`src/verilog/backEnd_macros.svh`:
```
`ifndef BACKEND_MACROS_SVH
`define BACKEND_MACROS_SVH

// Datapath and address width
`define DATA_W 32

// Register address width, 32 architectural registers
`define REG_AW 5

// Data memory depth in 32-bit words
`define DMEM_WORDS 64

// Forwarding selects into execute
`define FWD_NONE 2'd0
`define FWD_W    2'd1
`define FWD_M    2'd2

`endif

```
`src/verilog/hazardUnit.sv`:
```
`default_nettype none

`include "backEnd_macros.svh"

module hazardUnit (
  input  logic [`REG_AW-1:0] issueRs1,
  input  logic [`REG_AW-1:0] issueRs2,
  input  logic [`REG_AW-1:0] execRs1,
  input  logic [`REG_AW-1:0] execRs2,
  input  logic [`REG_AW-1:0] execRd,
  input  logic [`REG_AW-1:0] memRd,
  input  logic [`REG_AW-1:0] wbRd,
  input  logic               execMemRead,
  input  logic               execValid,
  input  logic               memRegWrite,
  input  logic               wbRegWrite,
  input  logic               redirect,
  output logic [1:0]         forwardA,
  output logic [1:0]         forwardB,
  output logic               stall,
  output logic               flushIssue,
  output logic               flushExec
);

  // Youngest producer wins, so M is checked before W
  function automatic logic [1:0] fwdSel(input logic [`REG_AW-1:0] src);
    logic [1:0] sel;
    sel = `FWD_NONE;
    if (src != '0) begin
      if (memRegWrite && memRd == src) begin
        sel = `FWD_M;
      end else if (wbRegWrite && wbRd == src) begin
        sel = `FWD_W;
      end
    end
    return sel;
  endfunction

  assign forwardA = fwdSel(execRs1);
  assign forwardB = fwdSel(execRs2);

  // Load data only exists after M, one bubble lets W forwarding catch it
  assign stall = execValid && execMemRead && (execRd != '0) &&
                 ((execRd == issueRs1) || (execRd == issueRs2));

  assign flushIssue = redirect;
  assign flushExec  = redirect;

endmodule

`default_nettype wire

```
`config.mk`:
```
export PLATFORM = sky130hd
export DESIGN_NAME = hazardUnit
export DESIGN_NICKNAME = d
export VERILOG_FILES = /design/src/verilog/hazardUnit.sv
export VERILOG_INCLUDE_DIRS = /design/src /design/src/verilog
export SDC_FILE = /design/constraint.sdc
export NUM_CORES = 1
export LEC_CHECK = 0
export BUFFER_PORTS_ARGS = -buffer_cell sky130_fd_sc_hd__buf_2
export CAP_MARGIN = 5
export CORE_AREA = 2 2 39 41
export DETAILED_ROUTE_END_ITERATION = 6
export DIE_AREA = 0 0 41 43
export GPL_ROUTABILITY_DRIVEN = 0
export PLACE_DENSITY = 0.75
export SYNTH_ARGS = -nofsm -noshare
export SYNTH_HDL_FRONTEND = slang
export SYNTH_SLANG_ARGS = --single-unit
```
`constraint.sdc`:
```
create_clock -name vclk -period 1.2
set_input_delay 0.12 -clock vclk [all_inputs]
set_output_delay 0.12 -clock vclk [all_outputs]
set_load 0.01 [all_outputs]
```
# Yosys cells after proc, flatten, opt, wreduce, memory -nomap -nowiden
# Index checks and enable logic that the tools add are counted.
# word_totals
word_cells	23
regBits	0
inputBits	40
# op_classes
n_eq_ne	6
reduce_logical	11
mux	6
# op_table
op	n
$eq A5 B5 Y1	6
$reduce_bool A5 Y1	3
$mux W2	4
$logic_and A1 B1 Y1	7
$mux W1	2
$logic_or A1 B1 Y1	1

# Depth between registers and ports, before layout
# depth
ltp_word	5
mapped_depth	4

# Worst setup path after synthesis
# Ideal clock, no wire load.
# synth_path
kind	input to output
startpoint	input port execRd[1]
endpoint	output port stall
stages	3
path_slack_ps	217
t_arrival_ps	863
cell_sequence	or4_1 > o211ai_2 > a21oi_1
# synth_between
elab_chain_len	3
elab_cells_between_ends	6
classes_between	eq/ne (2); reduce/logical (4)
# synth_rtl
item	line	rtl
from (decl)	hazardUnit.sv:10	input logic [`REG_AW-1:0] execRd,
$eq A5 B5 Y1 / $reduce_bool A5 Y1 (equally long branches)	hazardUnit.sv:44, hazardUnit.sv:43	
$logic_or A1 B1 Y1 / $logic_and A1 B1 Y1 (equally long branches)	hazardUnit.sv:44, hazardUnit.sv:43	
$logic_and A1 B1 Y1 (*)	hazardUnit.sv:43	assign stall = execValid && execMemRead && (execRd != '0) &&
to (decl)	hazardUnit.sv:20	output logic stall,
# Every way passes the cells marked *; elsewhere a longest branch is shown, timed or not.

# Worst setup path in the final report
# layout_path
startpoint	input port memRd[2]
endpoint	output port forwardA[0]
# layout_between
elab_chain_len	4
# layout_rtl
item	line	rtl
from (decl)	hazardUnit.sv:11	input logic [`REG_AW-1:0] memRd,
$eq A5 B5 Y1	hazardUnit.sv:30	if (memRegWrite && memRd == src) begin
$logic_and A1 B1 Y1	hazardUnit.sv:30	
$mux W2	hazardUnit.sv:30	
$mux W2	hazardUnit.sv:29	if (src != '0) begin
to (decl)	hazardUnit.sv:18	output logic [1:0] forwardA,
# No other way between the ends.

==> metrics.txt <==
Syn Inst Count 55; crit path from memRd[2]; vias in the first global route 643; Routed WL between 1500 and 2000 um; Worst setup EP type output pin; failing checks setup timing; commonest non-fill, non-tap cell in the layout buf_2; pwr/cell area 335.5 nW/um2; I/O pin count 47; PnR worst setup slack -48.30 ps; post-DR vias/cell 4.950; Netlist cell types 13; clk_buf instances 0; gr ovfl total 0; port bufs 44; min Tclk post-route 1248 ps; drt pass-1 iters 4; worst vdd ir around 160 uV; GRT Total Usage 20.82%; Post-CTS Hold Fix Bufs 0; largest net degree at the start of global routing 4; nets@finish 147; antenna viol nets, final 0; Pleak 0.3711 nW; Mapped Area 412.9 um2; Req. time, crit path 1080 ps; Site Rows 14; Final Non-Filler Cells between 100 and 150; share of post-route cells with drive strength above 1 60.95%; Hold Path Class input pin to output pin; final core occ between 50% and 60%; vias approximately 600; Die ar. ~1800 um2; dpl ws -156.9 ps; Final HPWL DP 1357 um; storage element area 0 um2; syn_nets 95; effective utilization at floorplan between 20% and 30%; Area Overhead vs Synth 98.18%; Final Max Tran Viols 0; Crit Path Category input pin to output pin; yosys warns 0; CP Launch Type input pin; outcome complete, but fails checks; DR iter-0 viols 4; FMAX approximately 800 MHz; Slew HR 82.78%; hold depth 0; worst hold margin roughly 240 ps; Setup-failing EPs final 4; Residual DRC 0; Crit Path Max Fanout 2; worst path arrival time 1130 ps; Die Y-Extent approximately 43 um; Horiz. Die Dim 41 um; final hold vios 0; num sequential 0; Max-cap violations 0; first-pass GRT wire length 2608 um; sequential element share of the synthesized area 0%; wire per inst between 10 and 15 um; worst-margin pin slew about 250 ps; n_diodes 0; initial antenna violation count 0; RSZ-0062 raised after global routing true; Mean Syn Cell Area approximately 7.5 um2; dpl cells 120; post-route clock period utilization 104.0%; HP Start redirect; Pwr Total 274.5 uW; most frequent cells in the layout buf_2, xnor2_1, xor2_1, buf_4, buf_6; core footprint between 1000 and 1500 um2
-- cells in the mapped netlist --
cell type | n | area [um2]
nand2_1 | 2 | 7.510
a21oi_1 | 1 | 5.000
buf_4 | 2 | 15.01
nand3_1 | 4 | 20.02
or4_1 | 3 | 22.52
xnor2_1 | 16 | 140.1
nor3_1 | 2 | 10.01
nand4_1 | 2 | 12.51
nor2_1 | 4 | 15.01
nor4b_1 | 2 | 17.52
nor4_1 | 2 | 12.51
xor2_1 | 14 | 122.6
o211ai_2 | 1 | 12.51
-- metrics by stage --
stage | setup TNS, ps | instance area (um2)
after floorplan | 0 | 412.9
after global placement | -164.1 | 690.7
after detailed placement | -478.9 | 690.7
after CTS | -117.1 | 783.3
after global routing | -378.2 | 818.3
final | -99.70 | 818.3
-- cells by family after synthesis --
family | after synthesis | synth area share [%]
buf+inv | 2 | 3.635
compound gates | 2 | 4.241
simple gates | 21 | 28.48
xor+xnor | 30 | 63.64
-- area by class of cell --
type / count / area [um2]
multi-input combinational: 53 / 466.7
fill: 119 / 565.5
tap: 16 / 20.02
timing repair buffer: 52 / 331.6
-- final timing paths --
path | to
setup / recovery | forwardA[0]
hold / removal | flushExec
-- timing repair --
| action | CTS | global route |
|---|---|---|
| buffers inserted | 1 | 0 |
| pin swaps | 5 | 4 |
| gates resized for setup | 18 | 7 |
| endpoints found under the hold margin | 0 | 0 |
| setup endpoints to repair | 5 | 5 |
-- critical path: stages --
cell and delay, ps:
buf_8 100, xor2_2 170, nor4_2 300, nand3_1 140, nor4b_1 160, buf_2 140
-- per-layer routing --
layer	GRT usage (%)	wire [um]	vias up	part of all wire (%)
met1	21.66	555	280	35
li1	-	-	289	-
met4	8.667	76	0	4.7
met2	38.13	913	20	57
met5	0	0	-	0
met3	2.618	58	10	3.6
-- report_power, final --
part	switching [mW]	internal [mW]	leakage (nW)
clock	0	0	0
combinational	0.121	0.154	0.371
sequential	0	0	0
Power figures use the tool's default switching activity.
