### src/verilog/backEnd_macros.svh
`ifndef BACKEND_MACROS_SVH
`define BACKEND_MACROS_SVH

// Datapath and address width
`define DATA_W 32

// Register address width, 32 architectural registers
`define REG_AW 5

// Data memory depth in 32-bit words
`define DMEM_WORDS 64

// Forwarding selects into execute
`define FWD_NONE 2'd0
`define FWD_W    2'd1
`define FWD_M    2'd2

`endif

### src/verilog/backEndPkg.sv
`default_nettype none

`include "backEnd_macros.svh"

package backEndPkg;

  typedef enum logic [1:0] {
    kindAluReg,   // rd = rs1 op rs2
    kindAluImm,   // rd = rs1 op imm
    kindMem,      // Load or store, memWrite decides
    kindBranch
  } opKind_e;

  typedef enum logic [3:0] {
    aluAdd, aluSub, aluAnd, aluOr, aluXor,
    aluSlt, aluSltu, aluSll, aluSrl, aluSra
  } aluFunc_e;

  typedef enum logic [1:0] {
    condBeq, condBne, condBlt, condBge
  } branchCond_e;

  typedef enum logic [1:0] {
    sizeByte, sizeHalf, sizeWord
  } memSize_e;

  // Decoded op as delivered by the front end
  typedef struct packed {
    opKind_e               kind;
    aluFunc_e              func;
    branchCond_e           cond;
    logic [`REG_AW-1:0]    rs1;
    logic [`REG_AW-1:0]    rs2;
    logic [`REG_AW-1:0]    rd;
    logic [`DATA_W-1:0]    imm;    // Already sign extended
    logic [`DATA_W-1:0]    pc;
    logic                  regWrite;
    logic                  memWrite;
    memSize_e              memSize;
    logic                  memSigned;
  } issueOp_t;

  typedef struct packed {
    logic                  valid;
    issueOp_t              op;
    logic [`DATA_W-1:0]    rs1Val;
    logic [`DATA_W-1:0]    rs2Val;
  } execIn_t;

  typedef struct packed {
    logic [`DATA_W-1:0]    aluResult;  // Also the memory address
    logic [`DATA_W-1:0]    storeData;
    logic [`REG_AW-1:0]    rd;
    logic                  regWrite;
    logic                  memWrite;
    logic                  memRead;
    memSize_e              memSize;
    logic                  memSigned;
  } memIn_t;

  typedef struct packed {
    logic                  valid;
    logic [`REG_AW-1:0]    rd;
    logic [`DATA_W-1:0]    value;
  } retire_t;

endpackage

`default_nettype wire

### src/verilog/regFile.sv
`default_nettype none

`include "backEnd_macros.svh"

module regFile (
  input  logic               clk,
  input  logic               reset,
  input  logic [`REG_AW-1:0] rs1,
  input  logic [`REG_AW-1:0] rs2,
  output logic [`DATA_W-1:0] rdData1,
  output logic [`DATA_W-1:0] rdData2,
  input  backEndPkg::retire_t wr
);

  logic [`DATA_W-1:0] regs [2**`REG_AW];
  logic               wrEn;

  assign wrEn = wr.valid && (wr.rd != '0);  // x0 is never written

  always_ff @(posedge clk) begin
    if (reset) begin
      regs <= '{default: '0};
    end else if (wrEn) begin
      regs[wr.rd] <= wr.value;
    end
  end

  // Same-cycle write shows up on the read ports
  assign rdData1 = (rs1 == '0) ? '0 :
                   (wrEn && wr.rd == rs1) ? wr.value : regs[rs1];
  assign rdData2 = (rs2 == '0) ? '0 :
                   (wrEn && wr.rd == rs2) ? wr.value : regs[rs2];

endmodule

`default_nettype wire

### config.mk
export PLATFORM = sky130hd
export DESIGN_NAME = regFile
export DESIGN_NICKNAME = d
export VERILOG_FILES = /design/src/verilog/backEndPkg.sv /design/src/verilog/regFile.sv
export VERILOG_INCLUDE_DIRS = /design/src /design/src/verilog
export SDC_FILE = /design/constraint.sdc
export NUM_CORES = 2
export LEC_CHECK = 0
export BUFFER_PORTS_ARGS = -buffer_cell sky130_fd_sc_hd__buf_4
export CAP_MARGIN = 20
export CORE_ASPECT_RATIO = 1.2
export CORE_UTILIZATION = 55
export DETAILED_ROUTE_END_ITERATION = 7
export GPL_TIMING_DRIVEN = 0
export PLACE_DENSITY = 0.78
export SYNTH_ARGS = -nofsm -noshare
export SYNTH_HDL_FRONTEND = slang
export SYNTH_SLANG_ARGS = --single-unit
export TNS_END_PERCENT = 20
### constraint.sdc
create_clock -name clk -period 3.14 [get_ports clk]
set_input_delay 0.471 -clock clk [delete_from_list [all_inputs] [get_ports clk]]
set_output_delay 0.471 -clock clk [all_outputs]
set_load 0.03 [all_outputs]
### Word level (Yosys, flattened, before mapping)

Index checks and enable logic that the tools add are counted.

| word-level totals | value |
|---|---|
| register bits after elaboration | 1024 |
| latch bits | 0 |
| RAM bits | 0 |
| memory bits (read-only) | 0 |
| bits of input ports | 50 |
| output and inout bits | 64 |
| word-level logic and storage cells | 61 |
| memories kept | 0 |

| operators by class | value |
|---|---|
| $add $sub $neg | 0 |
| $mul | 0 |
| divide/modulo/power cells | 0 |
| order comparisons | 4 |
| equal/unequal tests | 2 |
| shift-type cells | 0 |
| multiplexer cells | 13 |
| bitwise operators | 3 |
| reduce and logical (&&, ||, !) cells | 7 |

Operator list:

| kind | count |
|---|---|
| $bwmux 1024 | 1 |
| $bmux 32 s5 | 2 |
| $mux 32 | 9 |
| $demux 32 s5 | 1 |
| $ge 6x6->1 const B | 3 |
| $not 5->6 | 3 |
| $eq 5x5->1 | 2 |
| $logic_not 5->1 | 2 |
| $lt 6x1->1 const B | 1 |
| $reduce_bool 5->1 | 1 |
| $logic_and 1x1->1 | 4 |

### Depth between registers and ports, before layout

| depth | value |
|---|---|
| depth after elaboration | 6 |
| depth in mapped cells | 10 |
| mapped depth without buffers | 5 |

### Worst setup path after synthesis

Ideal clock, no wire load.

| path | value |
|---|---|
| path type | input -> output |
| from | input port rs1[2] |
| to | output port rdData1[15] |
| arrival time | 2.398 ns |
| required time | 2.669 ns |
| path slack | 0.271 ns |
| stages on the path | 7 |
| buffers on the path | 3 |
| path through | buf_2 -> buf_2 -> clkbuf_1 -> mux4_2 -> mux2_2 -> a221o_1 -> a32o_1 |

| between the ends | value |
|---|---|
| cells in the longest elaborated chain, start to end | 6 |
| elaborated cells between the ends (all ways) | 9 |
| classes of those cells | eq/ne (1); mux (5); bitwise (1); reduce/logical (2) |

Ends and longest elaborated chain:

| item | RTL line | source |
|---|---|---|
| start: declaration | regFile.sv:8 | `` input logic [`REG_AW-1:0] rs1, `` |
| $not 5->6 (not written as such) | regFile.sv:30 | `(wrEn && wr.rd == rs1) ? wr.value : regs[rs1];` |
| $bmux 32 s5 | regFile.sv:30 |  |
| $mux 32 (not written as such) (2 in a row) | regFile.sv:30 |  |
| $mux 32 | regFile.sv:30 |  |
| $mux 32 (*) | regFile.sv:29 | `assign rdData1 = (rs1 == '0) ? '0 :` |
| end: declaration | regFile.sv:10 | `` output logic [`DATA_W-1:0] rdData1, `` |

Every way passes the cells marked *; elsewhere a longest branch is shown, timed or not. The select of a mux whose other input is x is not followed.

### Final worst setup path

| path | value |
|---|---|
| from | input port rs2[4] |
| to | output port rdData2[31] |

| between the ends | value |
|---|---|
| cells in the longest elaborated chain, start to end | 6 |
| elaborated cells between the ends (all ways) | 9 |
| classes of those cells | eq/ne (1); mux (5); bitwise (1); reduce/logical (2) |

Ends and longest elaborated chain:

| item | RTL line | source |
|---|---|---|
| start: declaration | regFile.sv:9 | `` input logic [`REG_AW-1:0] rs2, `` |
| $not 5->6 (not written as such) | regFile.sv:32 | `(wrEn && wr.rd == rs2) ? wr.value : regs[rs2];` |
| $bmux 32 s5 | regFile.sv:32 |  |
| $mux 32 (not written as such) (2 in a row) | regFile.sv:32 |  |
| $mux 32 | regFile.sv:32 |  |
| $mux 32 (*) | regFile.sv:31 | `assign rdData2 = (rs2 == '0) ? '0 :` |
| end: declaration | regFile.sv:11 | `` output logic [`DATA_W-1:0] rdData2, `` |

Marked as above.

==> results.yml <==
run_status:
  outcome: "finished with violations"
  violated_checks: "DRC, setup timing"
die:
  die_area_um2: 96100
  fp.dieW_um: 283
  fp.dieH_um: 339
  core_um2: 93900
  floorplan.io_pins: 114
  rows: 123
  initial_core_util_pct: 55.6
power_and_ir_drop:
  proportion_of_power_drawn_by_flip_flops_and_latches_pct: 41.4
  power_switching_uw: 9110
  p_clk_share_pct: 44.8
  finalPower_uw: 31700
  netSwitchingFraction_pct: 28.7
  vdd.ir_drop.worst_uv: 561
  leakage_uw: 0.0210
  power.combinational.fraction_pct: 13.8
  internal_power_uw: 22600
  power_density_nw_per_um2: 509
final_layout:
  num-fill-cells: 7665
  largest_register_ff_count: 1024
  registers.top_by_ff_count: "regs"
  fraction_of_layout_instances_using_a_drive_strength_above_1_pct: 19.4
  largest_registers: "regs (1024)"
  flow.area_growth_from_synthesis_pct: 19.6
  finalNetCount: 6446
detailed_routing:
  wl_um: 289000
  drc: 10
  wl_per_cell_um: 37.3
  antenna_left: 0
  drt_first_pass_iters: 8
  route.vias.total: 54900
  drt_iter0_markers: 9586
  avgViaCountPerCell: 7.09
yosys:
  postSynthCellCount: 6108
  synthDominantCellAreaShare_pct: 39.3
  ys_top_cells_by_count: "nand2_1, a21oi_1, dfxtp_1"
  synth_top_cells_by_area: "dfxtp_1, mux4_2, nand2_1"
  yosys.area_share.adder_pct: 0
  ys_types: 47
  post_synth_instance_area_um2: 52200
  netlist.top_cell.by_area: "dfxtp_1"
  synthesis.nets: 6158
  synth_xor_xnor_area_share_pct: 0.168
  number_of_warnings_printed_during_yosys_synthesis: 0
  yosysMostFrequentCell: "nand2_1"
  synthArstFlopShare_pct: 0
  syn_avg_cell_area_um2: 8.54
  yosys.area_share.simple_pct: 17.3
  largest_family_of_logic_cells_by_synthesized_area: "multiplexers"
  synthFlopType: "dfxtp_1"
  synth-compound-area-share_pct: 15.5
  synth_sequential_area_ratio_pct: 39.3
  synth.ff_latch_count: 1024
  synth_edf_count: 0
  mux_cell_area_share_after_synthesis_pct: 22.4
placement:
  pre_cts_slack_ns: -1.65
  gp_congestion: 1.12
  port_buffers: 71
  hpwl_um: 216000
cts:
  cts_max_path_buffers: 3
  clk_root_buffer_cell: "clkbuf_16"
  clk_pin_slew_ns: 0.06
  clock-sinks: 1024
  hold_buffer_count_at_cts: 0
  tritoncts.num_buffers: 103
  htree_num_levels: 3
  clkLatencyLatePin_ns: 0.71
  cts_tree: "done"
sta:
  clock.fmax_mhz: 295
  timing.final.crit_share_pct: 108
  setup-violations-final: 74
  slew-limit-headroom_pct: 14.6
  grt_setup_unrepaired: "true"
  final_worst_slack_ns: -0.245
  setup_total_neg_slack_ns: -7.22
  timing.final.max_slew_violations: 0
  timing.clock.skew_ns: 0
  final_period_minus_worst_setup_slack_ns: 3.38
  whs_ns: 0.198
  report.final.hold_viol_count: 0
  tightestPinTransition_ns: 1.28
worst_setup_path:
  critical_path_peak_fanout: 10
  critical_path.endpoint_type: "output port"
  worst_ep_arrival_time_ns: 2.91
  worstSetupStartpointType: "input pin"
  cp_data_required_time_ns: 2.67
  critical_path_class: "in2out"
min_path:
  holdCritPathClass: "in2reg"
global_routing:
  grt.total_usage_pct: 58.3
  grt_first_pass_wirelength_um: 388000
  grt_pass1_vias: 50600
  antenna_found_initial: 28
  pin_count_of_the_biggest_net_entering_global_routing: 16
  final_global_route_overflow_total: 0
job:
  timing.max_cap.violations: 0
area by class of cell:
type	instances	area, um^2	area share, %
antenna	16	40.0	0.0641
clock buffer	134	2930	4.69
buffer	654	4560	7.30
clock inverter	57	898	1.44
sequential	1024	20500	32.9
tap	1250	1560	2.50
inverter	3	16.3	0.0261
multi-input combinational	4421	29900	47.9
timing repair buffer	189	2000	3.21
metal layers:
layer	wire (um)	global-route usage [%]
met1	92000	63.9
met2	114000	79.7
met3	48900	31.5
met4	33900	54.4
met5	395	2.45
worst max-delay path: stages:
cell and delay, ns:
buf_4 0.13, or2_2 0.12, buf_1 0.88, nor2_1 0.09, nand2_1 0.15, clkbuf_4 0.28, o21ai_0 0.15, nor2_2 0.42
buf_6 0.20
placed cells by master, fill, tap and decap left out, drive strengths merged, types with 20 or more instances in the layout:
| cell | n |
|---|---|
| a211oi | 28 |
| a21oi | 1045 |
| a221o | 57 |
| a221oi | 21 |
| a22oi | 34 |
| a32o | 32 |
| buf | 336 |
| bufinv | 20 |
| clkbuf | 639 |
| clkinv | 25 |
| dfxtp | 1024 |
| mux2 | 89 |
| mux2i | 232 |
| mux4 | 371 |
| nand2 | 2064 |
| nor2 | 94 |
| nor2b | 51 |
| nor3 | 38 |
| nor4 | 28 |
| o21ai | 59 |
| o221ai | 63 |
| o22ai | 53 |
timing repair:
| item | CTS | global route |
|---|---|---|
| endpoints found under the setup margin | 64 | 64 |
| pin swaps | 31 | 29 |
| resized for setup | 627 | 183 |
| gates cloned | 3 | 2 |
| buffers inserted | 56 | 27 |
kinds of logic after synthesis:
kind of cell	Yosys count
flops	1024
mux	692
simple gates	2311
buf+inv	663
xor+xnor	10
compound gates	1408
final timing paths:
check / end / from / slack, ns / depth (start not counted)
min reg2reg: regs[600]$_SDFFE_PP0P_ / regs[600]$_SDFFE_PP0P_ / 0.46 / 2
max reg2reg: regs[679]$_SDFFE_PP0P_ / regs[679]$_SDFFE_PP0P_ / 2.31 / 2
min: regs[4]$_SDFFE_PP0P_ / wr[4] / 0.20 / 3
max: rdData2[31] / rs2[4] / -0.24 / 9
power groups by stage:
stage	Combinational (uW)	Clock [uW]	Sequential (uW)
2_1_floorplan	1780	0	13400
3_3_place_gp	3400	0	13400
3_5_place_dp	3470	0	13400
4_1_cts	3870	14000	13200
5_1_grt	4240	14500	13200
6_report	4380	14200	13200
stage by stage:
step                utilization, %  cells  cell area, um^2
CTS                           65.4   7703            61400
detailed placement            58.3   7458            54800
global placement              57.8   7429            54300
finish                        66.5   7748            62400
floorplan                        -   6108            52200
global route                  66.5   7733            62400
(Power assumes the default switching activity.)
