## src/verilog/backEnd_macros.svh

```systemverilog
`ifndef BACKEND_MACROS_SVH
`define BACKEND_MACROS_SVH

// Datapath and address width
`define DATA_W 32

// Register address width, 32 architectural registers
`define REG_AW 5

// Data memory depth in 32-bit words
`define DMEM_WORDS 64

// Forwarding selects into execute
`define FWD_NONE 2'd0
`define FWD_W    2'd1
`define FWD_M    2'd2

`endif

```

## src/verilog/backEndPkg.sv

```systemverilog
`default_nettype none

`include "backEnd_macros.svh"

package backEndPkg;

  typedef enum logic [1:0] {
    kindAluReg,   // rd = rs1 op rs2
    kindAluImm,   // rd = rs1 op imm
    kindMem,      // Load or store, memWrite decides
    kindBranch
  } opKind_e;

  typedef enum logic [3:0] {
    aluAdd, aluSub, aluAnd, aluOr, aluXor,
    aluSlt, aluSltu, aluSll, aluSrl, aluSra
  } aluFunc_e;

  typedef enum logic [1:0] {
    condBeq, condBne, condBlt, condBge
  } branchCond_e;

  typedef enum logic [1:0] {
    sizeByte, sizeHalf, sizeWord
  } memSize_e;

  // Decoded op as delivered by the front end
  typedef struct packed {
    opKind_e               kind;
    aluFunc_e              func;
    branchCond_e           cond;
    logic [`REG_AW-1:0]    rs1;
    logic [`REG_AW-1:0]    rs2;
    logic [`REG_AW-1:0]    rd;
    logic [`DATA_W-1:0]    imm;    // Already sign extended
    logic [`DATA_W-1:0]    pc;
    logic                  regWrite;
    logic                  memWrite;
    memSize_e              memSize;
    logic                  memSigned;
  } issueOp_t;

  typedef struct packed {
    logic                  valid;
    issueOp_t              op;
    logic [`DATA_W-1:0]    rs1Val;
    logic [`DATA_W-1:0]    rs2Val;
  } execIn_t;

  typedef struct packed {
    logic [`DATA_W-1:0]    aluResult;  // Also the memory address
    logic [`DATA_W-1:0]    storeData;
    logic [`REG_AW-1:0]    rd;
    logic                  regWrite;
    logic                  memWrite;
    logic                  memRead;
    memSize_e              memSize;
    logic                  memSigned;
  } memIn_t;

  typedef struct packed {
    logic                  valid;
    logic [`REG_AW-1:0]    rd;
    logic [`DATA_W-1:0]    value;
  } retire_t;

endpackage

`default_nettype wire

```

## src/verilog/issueStage.sv

```systemverilog
`default_nettype none

`include "backEnd_macros.svh"

module issueStage (
  input  logic                 clk,
  input  logic                 reset,
  input  logic                 issueValid,
  input  backEndPkg::issueOp_t issueOp,
  output logic                 issueReady,
  input  logic                 stall,
  input  logic                 flushIssue,
  input  logic [`DATA_W-1:0]   rdData1,
  input  logic [`DATA_W-1:0]   rdData2,
  output logic [`REG_AW-1:0]   rs1,
  output logic [`REG_AW-1:0]   rs2,
  output backEndPkg::execIn_t  execOp
);

  import backEndPkg::*;

  issueOp_t op;
  logic     opValid;
  logic     started;   // Holds ready low for the first cycle out of reset
  logic     accept;
  logic     usesRs2;

  assign issueReady = started && !stall && !flushIssue;
  assign accept     = issueValid && issueReady;

  always_ff @(posedge clk) begin
    if (reset) begin
      started <= 1'b0;
      opValid <= 1'b0;
      op      <= '0;
    end else begin
      started <= 1'b1;
      if (!stall) begin
        opValid <= accept;
        op      <= accept ? issueOp : '0;  // Empty or flushed slot is a bubble
      end
    end
  end

  // Only these kinds actually read rs2
  assign usesRs2 = (op.kind == kindAluReg) || (op.kind == kindBranch) ||
                   (op.kind == kindMem && op.memWrite);

  assign rs1 = op.rs1;
  assign rs2 = usesRs2 ? op.rs2 : '0;

  always_comb begin
    if (stall) begin
      execOp = '0;             // Bubble into execute while held
    end else begin
      execOp.valid  = opValid;
      execOp.op     = op;
      execOp.rs1Val = rdData1;
      execOp.rs2Val = rdData2;
    end
  end

endmodule

`default_nettype wire

```

## config.mk

```make
export PLATFORM = sky130hd
export DESIGN_NAME = issueStage
export DESIGN_NICKNAME = d
export VERILOG_FILES = /design/src/verilog/backEndPkg.sv /design/src/verilog/issueStage.sv
export VERILOG_INCLUDE_DIRS = /design/src /design/src/verilog
export SDC_FILE = /design/constraint.sdc
export NUM_CORES = 1
export LEC_CHECK = 0
export ABC_AREA = 1
export BUFFER_PORTS_ARGS = -buffer_cell sky130_fd_sc_hd__buf_2
export CAP_MARGIN = 20
export CORE_AREA = 4 4 126 128
export DETAILED_ROUTE_END_ITERATION = 6
export DIE_AREA = 0 0 130 132
export HOLD_SLACK_MARGIN = 0.12
export PLACE_DENSITY = 0.66
export SYNTH_ARGS = -nofsm -noshare
export SYNTH_HDL_FRONTEND = slang
export SYNTH_SLANG_ARGS = --single-unit
export TNS_END_PERCENT = 1
```

## constraint.sdc

```tcl
create_clock -name clk -period 3 [get_ports clk]
set_input_delay 0 -clock clk [delete_from_list [all_inputs] [get_ports clk]]
set_output_delay 0 -clock clk [all_outputs]
set_load 0.05 [all_outputs]
```

### After elaboration in Yosys (flattened, before gate mapping)

Index checks and enable logic that the tools add are counted.
Widths: inputs -> output; s select.

* ROM bits: 0
* input port bits: 161
* output and inout bits: 168
* flip-flop bits (word level): 94
* logic and storage cells: 29
* memories: 0
* latch bits: 0
* bits in writable memories: 0

* reduce and logical (&&, ||, !) cells: 9
* eq/ne operators: 2
* magnitude comparators: 0
* bitwise logic cells: 0
* $mul: 0
* multiplexer cells: 4
* div/mod/pow operators: 0
* add/sub/neg operators: 0
* shift-type cells: 0

Operators by type and width (count)
* $mux 157: 1
* $mux 92: 1
* $mux 5: 1
* $eq 2x2->1 const B: 2
* $logic_and 1x1->1: 4
* $logic_not 1->1: 2
* $logic_not 2->1: 1
* $logic_or 1x1->1: 2
* $mux 1: 1

### Longest topological paths before layout

* depth in word-level cells: 5
* gate-level depth with buffers: 6
* depth with buffers taken out: 4

### Worst setup path before layout

Ideal clock, no wire load.

* kind: register to register
* start: register started
* end: register opValid
* period minus slack after synthesis: 1.763 ns
* path slack: 1.237 ns
* path buffers: 0
* data required time: 2.930 ns
* data arrival time: 1.693 ns
* setup time: 0.070 ns
* cell stages (with the launch flop): 5
* cell sequence: dfxtp_1 inv_1 nor3_1 nand2_1 a21oi_1

* word-level cells in the longest chain between the ends: 3

RTL lines
* start, declared: RTL line issueStage.sv:24 `logic started;`
* start signal, assigned: RTL line issueStage.sv:33 `started <= 1'b0;`
* start signal, assigned: RTL line issueStage.sv:37 `started <= 1'b1;`
* $logic_and 1x1->1 (2 in series): RTL line issueStage.sv:28 `assign issueReady = started && !stall && !flushIssue;`
* via issueReady: RTL line issueStage.sv:10 `output logic issueReady,`
* $logic_and 1x1->1: RTL line issueStage.sv:29 `assign accept = issueValid && issueReady;`
* end signal, assigned: RTL line issueStage.sv:39 `opValid <= accept;`
* end, declared: RTL line issueStage.sv:23 `logic opValid;`

The timed path passes the listed nets, and every way through them passes these cells.
A chain may end at the register's enable or synchronous reset.

### Worst setup path in the final report

* start: register op[90] (netlist name)
* end: output port rs2[3]

* word-level cells in the longest chain between the ends: 4
* elaborated cells between the ends (all ways): 7
* classes of those cells: eq/ne (2); mux (1); reduce/logical (4)

RTL lines
* start, declared: RTL line issueStage.sv:22 `issueOp_t op;`
* start signal, assigned: RTL line issueStage.sv:40 `op <= accept ? issueOp : '0;`
* $eq 2x2->1, or another cell as far along: RTL line issueStage.sv:46 `assign usesRs2 = (op.kind == kindAluReg) || (op.kind == kindBranch) ||`
* $logic_or 1x1->1 / $logic_and 1x1->1 (equally long branches): RTL line issueStage.sv:46, issueStage.sv:47
* $logic_or 1x1->1 (*): RTL line issueStage.sv:46
* $mux 5 (*): RTL line issueStage.sv:50 `assign rs2 = usesRs2 ? op.rs2 : '0;`
* end, declared: RTL line issueStage.sv:16 `` output logic [`REG_AW-1:0] rs2, ``

Mark *: on every way between the ends. The rest lies on a longest branch, timed or not.

==> impl_metrics.tcl <==
set metrics [dict create \
    finalMaxSlewViolations 0 \
    worst_setup_path_start_kind "flop" \
    avgSynthCellArea_um2 6.39 \
    cts_tree "done" \
    antenna_left 0 \
    drt-wirelength-per-cell_um 13.6 \
    whs_ns 0.167 \
    synth_edf_count 0 \
    ys.flop_type "dfxtp_1" \
    track_usage_pct 19.9 \
    nets 1297 \
    cp_max_fo 5 \
    fin_crit_ns 1.69 \
    vias 6144 \
    rows 45 \
    ys_seq_area_share_pct 38.2 \
    clk_pin_slew_ns 0.07 \
    clkLatencyLatePin_ns 0.34 \
    maxSlewHeadroom_pct 31.9 \
    leakage_nw 3.78 \
    skew_ns 0.00444 \
    p_per_area_mw_per_mm2 400 \
    nFillCells 1490 \
    hold_viol_final 0 \
    synthAdderAreaFrac_pct 0.254 \
    start_util_pct 33.2 \
    io_buffers 328 \
    outcome "finished, final reports clean" \
    ir_worst_vdd_mv 0.242 \
    yosysTopAreaCellShare_pct 38.2 \
    slowest_stage "a21oi_1" \
    dr.pass1.iters 5 \
    cts_made_buffers 9 \
    yosys_warnings 0 \
    path_cells "inv_1 -> ha_1 -> a21oi_1 -> nor2_1 -> buf_2" \
    dieArea_mm2 0.0172 \
    post_drt_via_cell_ratio 4.61 \
    end_kind "primary output" \
    cp.buffers_inverters 2 \
    clkSinkCount 94 \
    yosys-top-cells-area "dfxtp_1 38%, nor2_1 12%, inv_1 12%" \
    root_buffer "clkbuf_16" \
    area_delta_synth_final_pct 56.1 \
    setup_ws_ns 1.31 \
    grt_pass1_vias 5667 \
    die_y_um 132 \
    synth_mux_area_share_pct 0 \
    clock.fmax_ghz 0.593 \
    pre_cts_slack_ns 1.43 \
    crit_family "compound AO/OA/AOI/OAI gates" \
    grt.overflow.total 0 \
    period_share_pct 56.2 \
    dr.first_iter.drc_count 267 \
    hp-class "in -> reg" \
    synth-simple-area-share_pct 31.5 \
    register_area_mm2 0.00188 \
    synth.ff_latch_count 94 \
    worstPathArrival_ns 1.69 \
    synth_most_common_cell "nor2_1" \
    synth_cell_types 14 \
    io_pins 329 \
    synth_cells 772 \
    multiInputGateArea_mm2 0.00204 \
    antenna_found_initial 6 \
    synth_nets 934 \
    grt_first_pass_wirelength_mm 27.6 \
    grt_max_degree 163 \
    synth_area_mm2 0.00493 \
    async_reset_ff_share_pct 0 \
    worst_pin_slew_ns 1.02 \
    synth_top_family_by_area "simple AND/OR/NAND/NOR gates" \
    drive_gt1_share_pct 30.5 \
    die_x_um 130 \
    gp_congestion 0.904 \
    path_class "reg -> out" \
    rsz0062_at_grt "false" \
    drc 0 \
    maxCapViolCount 0 \
    synth-xor-area-share_pct 0 \
    post_cts_buffers 0 \
    synth_compound_area_share_pct 9.54 \
    power_w 0.00308 \
    cpPeakStageDelay_ns 0.38 \
    htreeDepth 3 \
    synthTopCellsByCount "162 x nor2_1, 160 x inv_1, 94 x a21oi_1, 94 x dfxtp_1, 94 x nand2_1" \
    core_mm2 0.0149 \
    synth_top_area_cell "dfxtp_1" \
    setup_viol 0 \
    fin_tns_setup_ns 0 \
    worst_ep_required_time_ns 3.00 \
    drt_wl_total_mm 18.2 \
    clk_path_buf_depth 2 \
    dp_hpwl_mm 11.8 \
]
-- final cells by class --
type / instances / area share [%]
Timing Repair Buffer: 425 / 34.4
Tap cell: 188 / 3.06
Clock inverter: 4 / 0.634
Multi-Input combinational cell: 445 / 26.4
Antenna cell: 5 / 0.163
Inverter: 160 / 7.80
Clock buffer: 11 / 3.02
Sequential cell: 94 / 24.4
-- per-stage QoR --
| step | util, % | std cells | area, um^2 |
|---|---|---|---|
| CTS | 51.7 | 1327 | 7690 |
| global route | 51.8 | 1332 | 7700 |
| detailed placement | 43.6 | 1219 | 6470 |
| finish | 51.8 | 1332 | 7700 |
| global placement | 43.6 | 1219 | 6470 |
| floorplan | - | 772 | 4930 |
-- state kept, by name (all words and copies together) (netlist names) --
name	cells
op	87
opValid	1
rs1	5
started	1
-- tightest hold or removal path, cell delays in order --
cell and delay, ns:
buf_6 0.25, nand2_1 0.12, a21oi_1 0.05
-- repair_timing --
action                    CTS  global route
resized for setup           0             0
hold buffers               93             0
hold endpoints to repair   93             0
-- placed cells by master, fill, tap and decap left out --
| cell | instances |
|---|---|
| dfxtp_1 | 94 |
| diode_2 | 5 |
| inv_1 | 159 |
| nor3_1 | 1 |
| bufinv_16 | 1 |
| ha_1 | 1 |
| buf_6 | 1 |
| buf_2 | 325 |
| buf_12 | 3 |
| buf_4 | 3 |
| nand2_1 | 94 |
| clkinv_4 | 1 |
| clkbuf_1 | 2 |
| clkinv_2 | 2 |
| nand4_1 | 92 |
| nor2_4 | 1 |
| dlygate4sd3_1 | 93 |
| clkbuf_16 | 9 |
| a21oi_1 | 94 |
| inv_2 | 1 |
| nor2_1 | 162 |
-- power by group --
| part | leakage [nW] | switching [W] | internal [W] |
|---|---|---|---|
| Combinational | 2.88 | 0.000451 | 0.000239 |
| Clock | 0.139 | 0.000475 | 0.000641 |
| Sequential | 0.760 | 0.00000944 | 0.00127 |
| Total | 3.78 | 0.000936 | 0.00215 |
-- kinds of logic (layout without fill, tap and decap cells) --
group / Yosys count / in the layout
buf+inv: 233 / 600
simple gates: 350 / 350
other cells: 0 / 5
flops: 94 / 94
compound gates: 94 / 94
fa+ha+maj: 1 / 1
-- metal layers --
layer / global-route usage (%) / wire length (um) / vias up
met5: 0 / 13 / -
met4: 7.79 / 395 / 2
met3: 5.47 / 1540 / 29
met2: 35.0 / 9150 / 247
met1: 22.7 / 7080 / 2750
li1: - / - / 3116
-- worst paths after layout --
kind / endpoint / slack, ns / startpoint / cells past startpoint
min: op[66] / 0.17 / stall / 3
max: rs2[3] / 1.31 / op[90] / 5
max reg2reg: op[86] / 1.45 / started / 5
min reg2reg: op[58] / 0.46 / op[58] / 2
No activity file was read; power rests on OpenSTA's default activity.
